<file path="src/design/conv_pkg.sv">
`default_nettype none

package conv_pkg;

	// both memories share one address width
	localparam int ADDR_W = 16;

	typedef logic signed [7:0] pixel_t;

	// products and sums wrap at 16 bits
	typedef logic signed [15:0] psum_t;

	// tap 0 is top-left, row-major
	typedef pixel_t [8:0] window_t;

	typedef pixel_t [3:0] codebook_t;

	// one 2-bit codebook index per tap
	typedef logic [8:0][1:0] tap_idx_t;

	typedef struct packed {
		logic [ADDR_W-1:0] addr;
		logic              cs;
	} img_req_t;

	typedef struct packed {
		logic [ADDR_W-1:0] addr;
		logic              we;
		pixel_t            wdata;
	} out_req_t;

endpackage

`default_nettype wire
</file>
<file path="src/design/conv_top.sv">
`default_nettype none

module conv_top import conv_pkg::*; #(
	parameter int IMG_SIZE = 8,
	parameter int FRAC_BITS = 5
) (
	input  logic      clk,
	input  logic      rst,
	input  logic      start,
	input  codebook_t codebook,
	input  tap_idx_t  tap_idx,
	input  psum_t     bias,
	output img_req_t  img_req,
	input  pixel_t    img_rdata,
	output out_req_t  out_req,
	output logic      finish
);

	localparam int CW = $clog2(IMG_SIZE);

	logic          pixel_go;
	logic [CW-1:0] row;
	logic [CW-1:0] col;
	window_t       window;
	logic          window_valid;
	window_t       weights;
	psum_t         sum;
	logic          sum_valid;
	logic          last_write;

	conv_ctrl #(
		.IMG_SIZE(IMG_SIZE)
	) u_ctrl (
		.clk         (clk),
		.rst         (rst),
		.start       (start),
		.window_valid(window_valid),
		.last_write  (last_write),
		.pixel_go    (pixel_go),
		.row         (row),
		.col         (col),
		.finish      (finish)
	);

	window_loader #(
		.IMG_SIZE(IMG_SIZE)
	) u_loader (
		.clk         (clk),
		.rst         (rst),
		.pixel_go    (pixel_go),
		.row         (row),
		.col         (col),
		.img_req     (img_req),
		.img_rdata   (img_rdata),
		.window      (window),
		.window_valid(window_valid)
	);

	weight_decoder u_decoder (
		.clk     (clk),
		.rst     (rst),
		.start   (start),
		.codebook(codebook),
		.tap_idx (tap_idx),
		.weights (weights)
	);

	mac_array u_mac (
		.clk         (clk),
		.rst         (rst),
		.window      (window),
		.window_valid(window_valid),
		.weights     (weights),
		.sum         (sum),
		.sum_valid   (sum_valid)
	);

	requant_writer #(
		.IMG_SIZE (IMG_SIZE),
		.FRAC_BITS(FRAC_BITS)
	) u_writer (
		.clk       (clk),
		.rst       (rst),
		.start     (start),
		.bias      (bias),
		.sum       (sum),
		.sum_valid (sum_valid),
		.out_req   (out_req),
		.last_write(last_write)
	);

endmodule

`default_nettype wire

</file>
<file path="src/design/requant_writer.sv">
`default_nettype none

module requant_writer import conv_pkg::*; #(
	parameter int IMG_SIZE = 8,
	parameter int FRAC_BITS = 5
) (
	input  logic     clk,
	input  logic     rst,
	input  logic     start,
	input  psum_t    bias,
	input  psum_t    sum,
	input  logic     sum_valid,
	output out_req_t out_req,
	output logic     last_write
);

	localparam int NPIX = IMG_SIZE * IMG_SIZE;

	psum_t             bias_q;
	psum_t             biased;
	psum_t             shifted;
	pixel_t            clamped;
	logic [ADDR_W-1:0] wr_cnt;
	logic [ADDR_W-1:0] addr_q;
	logic              we_q;
	pixel_t            wdata_q;

	assign biased  = sum + bias_q;
	assign shifted = biased >>> FRAC_BITS;

	// saturate to int8
	always_comb begin
		if (shifted > psum_t'(127)) begin
			clamped = 8'sd127;
		end else if (shifted < psum_t'(-128)) begin
			clamped = -8'sd128;
		end else begin
			clamped = pixel_t'(shifted);
		end
	end

	always_ff @(posedge clk) begin
		if (start) begin
			bias_q <= bias;
		end
		if (sum_valid) begin
			addr_q  <= wr_cnt;
			wdata_q <= clamped;
		end
	end

	always_ff @(posedge clk or negedge rst) begin
		if (!rst) begin
			we_q       <= 1'b0;
			last_write <= 1'b0;
			wr_cnt     <= '0;
		end else begin
			we_q       <= sum_valid;
			last_write <= sum_valid && (wr_cnt == ADDR_W'(NPIX - 1));
			if (start) begin
				wr_cnt <= '0;
			end else if (sum_valid) begin
				wr_cnt <= wr_cnt + 1'b1;
			end
		end
	end

	assign out_req = '{addr: addr_q, we: we_q, wdata: wdata_q};

	// writes stay inside the image
	a_addr_range: assert property (@(posedge clk) disable iff (!rst)
		out_req.we |-> (out_req.addr < ADDR_W'(NPIX)));

endmodule

`default_nettype wire

</file>
<file path="src/design/mac_array.sv">
`default_nettype none

module mac_array import conv_pkg::*; (
	input  logic    clk,
	input  logic    rst,
	input  window_t window,
	input  logic    window_valid,
	input  window_t weights,
	output psum_t   sum,
	output logic    sum_valid
);

	psum_t [8:0] prod;
	psum_t [3:0] lvl1;
	psum_t [1:0] lvl2;
	psum_t       tree;
	logic        prod_valid;

	// adder tree over the registered products, tap 8 joins last
	always_comb begin
		for (int i = 0; i < 4; i++) begin
			lvl1[i] = prod[2*i] + prod[2*i+1];
		end
		lvl2[0] = lvl1[0] + lvl1[1];
		lvl2[1] = lvl1[2] + lvl1[3];
		tree    = lvl2[0] + lvl2[1] + prod[8];
	end

	always_ff @(posedge clk) begin
		for (int t = 0; t < 9; t++) begin
			prod[t] <= psum_t'(window[t]) * psum_t'(weights[t]);
		end
		sum <= tree;
	end

	always_ff @(posedge clk or negedge rst) begin
		if (!rst) begin
			prod_valid <= 1'b0;
			sum_valid  <= 1'b0;
		end else begin
			prod_valid <= window_valid;
			sum_valid  <= prod_valid;
		end
	end

endmodule

`default_nettype wire

</file>
<file path="src/design/weight_decoder.sv">
`default_nettype none

module weight_decoder import conv_pkg::*; (
	input  logic      clk,
	input  logic      rst,
	input  logic      start,
	input  codebook_t codebook,
	input  tap_idx_t  tap_idx,
	output window_t   weights
);

	codebook_t cb_q;
	tap_idx_t  idx_q;

	always_ff @(posedge clk or negedge rst) begin
		if (!rst) begin
			cb_q  <= '0;
			idx_q <= '0;
		end else if (start) begin
			cb_q  <= codebook;
			idx_q <= tap_idx;
		end
	end

	// each tap picks its codebook entry
	always_comb begin
		for (int t = 0; t < 9; t++) begin
			weights[t] = cb_q[idx_q[t]];
		end
	end

endmodule

`default_nettype wire

</file>
<file path="src/design/window_loader.sv">
`default_nettype none

module window_loader import conv_pkg::*; #(
	parameter int IMG_SIZE = 8,
	localparam int CW = $clog2(IMG_SIZE)
) (
	input  logic          clk,
	input  logic          rst,
	input  logic          pixel_go,
	input  logic [CW-1:0] row,
	input  logic [CW-1:0] col,
	output img_req_t      img_req,
	input  pixel_t        img_rdata,
	output window_t       window,
	output logic          window_valid
);

	localparam logic [CW-1:0] LAST = CW'(IMG_SIZE - 1);

	logic [CW-1:0]     row_q;
	logic [CW-1:0]     col_q;
	logic              busy;
	logic [1:0]        tap_row;
	logic [1:0]        tap_col;
	logic              last_step;
	logic              in_bounds;
	logic [ADDR_W-1:0] rd_addr;
	logic              rd_pend;
	logic [3:0]        rd_slot;
	logic              last_pend;

	assign last_step = (tap_row == 2'd2) && (tap_col == 2'd2);

	// padding rows above and below the image are skipped
	assign in_bounds = !((row_q == '0) && (tap_row == 2'd0)) &&
		!((row_q == LAST) && (tap_row == 2'd2));

	assign rd_addr = (ADDR_W'(row_q) + ADDR_W'(tap_row) - 1'b1) * ADDR_W'(IMG_SIZE) +
		ADDR_W'(col_q) + ADDR_W'(tap_col) - 1'b1;
	assign img_req = '{addr: rd_addr, cs: busy && in_bounds};

	// walks the window rows of each column still to be fetched
	always_ff @(posedge clk or negedge rst) begin
		if (!rst) begin
			row_q   <= '0;
			col_q   <= '0;
			busy    <= 1'b0;
			tap_row <= 2'd0;
			tap_col <= 2'd0;
		end else if (pixel_go) begin
			row_q   <= row;
			col_q   <= col;
			busy    <= (col != LAST);
			tap_row <= 2'd0;
			tap_col <= (col == '0) ? 2'd1 : 2'd2;
		end else if (busy) begin
			if (tap_row == 2'd2) begin
				tap_row <= 2'd0;
				tap_col <= tap_col + 2'd1;
				busy    <= !last_step;
			end else begin
				tap_row <= tap_row + 2'd1;
			end
		end
	end

	always_ff @(posedge clk or negedge rst) begin
		if (!rst) begin
			rd_pend      <= 1'b0;
			last_pend    <= 1'b0;
			window_valid <= 1'b0;
		end else begin
			rd_pend      <= img_req.cs;
			last_pend    <= busy && last_step;
			// right edge needs no reads
			window_valid <= last_pend || (pixel_go && (col == LAST));
		end
	end

	always_ff @(posedge clk) begin
		rd_slot <= 4'(tap_row * 3 + tap_col);
	end

	always_ff @(posedge clk) begin
		if (pixel_go) begin
			if (col == '0) begin
				window <= '0;
			end else begin
				// keep two columns and clear the right one
				for (int r = 0; r < 3; r++) begin
					window[3*r]   <= window[3*r+1];
					window[3*r+1] <= window[3*r+2];
					window[3*r+2] <= '0;
				end
			end
		end else if (rd_pend) begin
			window[rd_slot] <= img_rdata;
		end
	end

	// a new pixel only arrives once the loader has gone idle
	a_no_idle_read: assert property (@(posedge clk) disable iff (!rst)
		pixel_go |-> !img_req.cs && !rd_pend);

endmodule

`default_nettype wire

</file>
<file path="src/design/conv_ctrl.sv">
`default_nettype none

module conv_ctrl #(
	parameter int IMG_SIZE = 8,
	localparam int CW = $clog2(IMG_SIZE)
) (
	input  logic          clk,
	input  logic          rst,
	input  logic          start,
	input  logic          window_valid,
	input  logic          last_write,
	output logic          pixel_go,
	output logic [CW-1:0] row,
	output logic [CW-1:0] col,
	output logic          finish
);

	localparam logic [CW-1:0] LAST = CW'(IMG_SIZE - 1);

	typedef enum logic {IDLE, RUN} state_t;

	state_t state;
	logic   last_pixel;

	assign last_pixel = (row == LAST) && (col == LAST);

	always_ff @(posedge clk or negedge rst) begin
		if (!rst) begin
			state <= IDLE;
		end else if (start) begin
			state <= RUN;
		end else if (last_write) begin
			state <= IDLE;
		end
	end

	// raster walk, one step per finished window
	always_ff @(posedge clk or negedge rst) begin
		if (!rst) begin
			row <= '0;
			col <= '0;
		end else if (start) begin
			row <= '0;
			col <= '0;
		end else if (window_valid && !last_pixel) begin
			if (col == LAST) begin
				col <= '0;
				row <= row + 1'b1;
			end else begin
				col <= col + 1'b1;
			end
		end
	end

	always_ff @(posedge clk or negedge rst) begin
		if (!rst) begin
			pixel_go <= 1'b0;
			finish   <= 1'b0;
		end else begin
			pixel_go <= start || ((state == RUN) && window_valid && !last_pixel);
			if (start) begin
				finish <= 1'b0;
			end else if (last_write) begin
				finish <= 1'b1;
			end
		end
	end

	// a new run only once the previous one has written its last pixel
	a_no_restart: assert property (@(posedge clk) disable iff (!rst)
		start |-> (state == IDLE));

endmodule

`default_nettype wire

</file>
<file path="config.mk">
export PLATFORM = sky130hd
export DESIGN_NAME = conv_top
export DESIGN_NICKNAME = d
export VERILOG_FILES = /design/src/design/conv_pkg.sv /design/src/design/conv_top.sv /design/src/design/requant_writer.sv /design/src/design/mac_array.sv /design/src/design/weight_decoder.sv /design/src/design/window_loader.sv /design/src/design/conv_ctrl.sv
export SDC_FILE = /design/constraint.sdc
export NUM_CORES = 2
export LEC_CHECK = 0
export BUFFER_PORTS_ARGS = -buffer_cell sky130_fd_sc_hd__buf_2
export CAP_MARGIN = 0
export CORE_ASPECT_RATIO = 1.5
export CORE_MARGIN = 3
export CORE_UTILIZATION = 59
export DETAILED_ROUTE_END_ITERATION = 16
export GPL_TIMING_DRIVEN = 0
export PLACE_DENSITY_LB_ADDON = 0.05
export SYNTH_ARGS = -nofsm -noshare
export SYNTH_HDL_FRONTEND = slang
export SYNTH_HIERARCHICAL = 1
export SYNTH_SLANG_ARGS = --single-unit
</file>
<file path="constraint.sdc">
create_clock -name clk -period 4.6 [get_ports clk]
set_input_delay 1.38 -clock clk [delete_from_list [all_inputs] [get_ports clk]]
set_output_delay 1.38 -clock clk [all_outputs]
set_load 0.05 [all_outputs]
</file>
==> flow_summary.yaml <==
layout:
  most-common-layout-cells: "858 x inv_1, 585 x fa_1, 334 x and2_1"
  area_growth_pct: 13.9
  final_nets: 5111
  num-fill-cells: 5260
  final_layout_size_suffix_gt1_share_pct: 19.3
  final_common_cell: "inv_1"
grt:
  grt_usage_pct: 31.0
  grt_pass1_vias: 29400
  grt_overflow_total: 0
  grt_max_degree: 64
  grt_pass1_wl_mm: 166
  antenna_found_initial: 4
placed_design:
  place_ws_ps: -1240
  port_buffers: 119
  place.gp.congestion: 0.938
  dp_hpwl_mm: 84.4
floorplan:
  dieArea_mm2: 0.0716
  initial_core_util_pct: 60.1
  die_y_um: 326
  dieWidth_um: 220
  io-pin-count: 120
  num_rows: 116
  core_area_mm2: 0.0672
setup_path:
  required_ps: 5110
  r2r_cells: 16
  r2r_slack_ps: -490
  cp.arrival_ps: 5600
  max_stage_delay_ps: 660
  cp-startpoint: "u_decoder/cb_q[7]"
  cp-end-kind: "register"
  reg2reg_to: "u_mac/prod[14]"
  critPathMaxFanout: 10
  crit_path_top_delay_cell: "mux4_2"
  cp-start-kind: "register"
  cp_cell_sequence: "mux4_2, nor2b_1, fa_1, inv_1, fa_1, inv_1, fa_1, inv_1, fa_1, inv_1, ha_4, o21a_1, and2_1, a221o_1, or4_1, nand4b_1"
  timing.rr.start: "u_decoder/cb_q[7]"
  criticalPathCategory: "register to register"
clocking:
  path_clk_slew_ps: 60
  cts.path.max_buffers: 3
  cts-hold-fix-buffers: 0
  cts_buffers: 41
  cts-root-buf: "clkbuf_16"
  worstSkewPairLatency_ps: 590
  cts_tree: "done"
  clkSinkCount: 369
  htreeDepth: 2
yosys:
  synthFlopType: "dfxtp_1"
  ys_async_sr_fraction_pct: 25.2
  ys_warn_count: 6
  synth-edff-count: 112
  synth-seq-cells: 369
  syn_avg_cell_area_um2: 10.5
  yosysUniqueCellTypes: 94
  yosysSeqAreaShare_pct: 22.2
  syn-num-nets: 4838
  syn_area_mm2: 0.0404
  netlist_instances: 3844
timing:
  fmax_mhz: 196
  post-route-period-util_pct: 111
  setup_tns_ps: -13600
  fin_ws_ps: -490
  fin_crit_ps: 5090
  rsz0062_at_grt: "yes"
  finalHoldViolCount: 0
  tightestPinTransition_ps: 1360
  slew_headroom_pct: 8.84
  skew_ps: 30.0
  setup_viol: 60
  final_max_slew_viol_count: 0
detailed_routing:
  first_iter_violations: 2110
  via_per_inst: 5.59
  drc: 0
  wl_per_cell_um: 21.4
  postRouteAntennaNets: 0
  num_vias: 28100
  drt-pass1-iter-count: 8
  routed_wl_mm: 108
outcome:
  outcome: "finished with violations"
  violations: "negative setup slack"
worst_hold_path:
  min_path_type: "register to register"
  min_delay_path_depth: 0
  hold_start: "u_loader/window_valid"
  min_to: "u_mac/prod_valid"
run:
  maxCapViolations: 0
-- metrics by stage --
| step | utilization [%] | instances | hold WS (ps) | instance area, um^2 |
|---|---|---|---|---|
| after floorplan | - | 3844 | 331 | 40700 |
| after global placement | 63.1 | 4848 | 429 | 42400 |
| after detailed placement | 63.1 | 4849 | 432 | 42400 |
| after CTS | 67.3 | 5004 | 447 | 45200 |
| after global routing | 68.4 | 5034 | 471 | 46000 |
| final | 68.4 | 5035 | 442 | 46000 |
-- synth_stat cells, drive strengths merged, types with 4 or more instances --
| master | n | area (um^2) |
|---|---|---|
| a221oi | 4 | 35.0 |
| nand3 | 13 | 75.1 |
| buf | 29 | 248 |
| nor4 | 10 | 90.1 |
| mux2i | 15 | 150 |
| and3 | 6 | 37.5 |
| o21a | 22 | 165 |
| inv | 894 | 3360 |
| ha | 316 | 3950 |
| or4 | 6 | 45.0 |
| a22o | 48 | 420 |
| or2 | 7 | 43.8 |
| mux4 | 72 | 1620 |
| a31oi | 9 | 71.3 |
| nor3 | 16 | 100 |
| and2 | 377 | 2360 |
| a21oi | 88 | 482 |
| nor2b | 77 | 489 |
| a21o | 30 | 243 |
| o311a | 4 | 40.0 |
| or3 | 10 | 62.6 |
| nand4 | 9 | 56.3 |
| mux2 | 59 | 664 |
| dfxtp | 164 | 3280 |
| edfxtp | 112 | 3360 |
| nand2 | 230 | 863 |
| clkbuf | 29 | 120 |
| dfrtp | 93 | 2330 |
| xnor2 | 153 | 1340 |
| nand2b | 31 | 201 |
| xor2 | 34 | 320 |
| fa | 601 | 12000 |
| o31ai | 5 | 61.3 |
| o21ai | 76 | 399 |
| a211o | 8 | 70.1 |
| a211oi | 23 | 183 |
| a21boi | 8 | 75.1 |
| o31a | 4 | 35.0 |
| a221o | 5 | 50.1 |
| nor2 | 100 | 390 |
| o211ai | 10 | 88.8 |
-- worst max-delay path: cells and delay by family, from the launching register on --
family | cells | cell delay (ps)
AND/OR/NAND/NOR | 4 | 880
multiplexers | 1 | 660
adder cells (fa/ha/maj) | 5 | 2180
flip-flops | 1 | 580
buffers and inverters | 4 | 230
AO/OA/AOI/OAI | 2 | 470
-- layout make-up --
| type | instances | area [um^2] | share of cell area (%) |
|---|---|---|---|
| well taps | 885 | 1110 | 2.41 |
| flip-flops and latches | 369 | 9030 | 19.6 |
| clock inverters | 21 | 164 | 0.356 |
| repair buffers | 230 | 1740 | 3.79 |
| clock buffers | 54 | 1180 | 2.57 |
| plain buffers | 58 | 368 | 0.800 |
| inverters | 894 | 3360 | 7.31 |
| diodes | 1 | 2.50 | 0.00544 |
| multi-input cells | 2523 | 29000 | 63.1 |
-- what timing repair did --
item | CTS | global route
resized for setup | 198 | 127
endpoints found under the setup margin | 79 | 79
buffers inserted | 80 | 32
pin swaps | 54 | 62
-- worst max path at each step --
stage	to	slack (ps)	depth (start not counted)
4_1_cts	u_mac/prod[93]	-470	18
6_report	u_mac/prod[14]	-490	16
3_3_place_gp	u_mac/prod[79]	-1210	17
2_1_floorplan	u_mac/prod[95]	-110	18
5_1_grt	u_mac/prod[95]	-630	18
3_5_place_dp	u_mac/prod[79]	-1240	16
-- state kept, by name (all words and copies together) (netlist names), 4 cells and up --
| register | cells |
|---|---|
| u_loader/window | 72 |
| u_mac/prod | 144 |
| u_writer/addr_q | 16 |
| u_decoder/idx_q | 18 |
| u_decoder/cb_q | 32 |
| u_loader/rd_slot | 4 |
| u_writer/wr_cnt | 16 |
| u_writer/wdata_q | 8 |
| u_mac/sum | 16 |
| u_writer/bias_q | 16 |
-- logic make-up after synthesis --
kind of cell               Yosys count  synth area share [%]
AOI/OAI and AO/OA                  367                  6.52
muxes                              146                  6.04
DFF                                369                  22.2
xor gates and xnor gates           187                  4.11
and+or+nand+nor                    906                  12.3
buffers and inverters              952                  9.23
adders and majority gates          917                  39.6
-- routing by layer --
| layer | wire (um) | track usage (%) | vias to the layer above |
|---|---|---|---|
| met2 | 51600 | 51.1 | 1097 |
| li1 | - | - | 12600 |
| met4 | 9280 | 19.8 | 0 |
| met1 | 39400 | 37.4 | 14100 |
| met5 | 0 | 0 | - |
| met3 | 7640 | 5.60 | 337 |
Power is left out: the tool's default activity adds up to more than one toggle a clock period on the data nets, which glitch-free logic cannot reach.
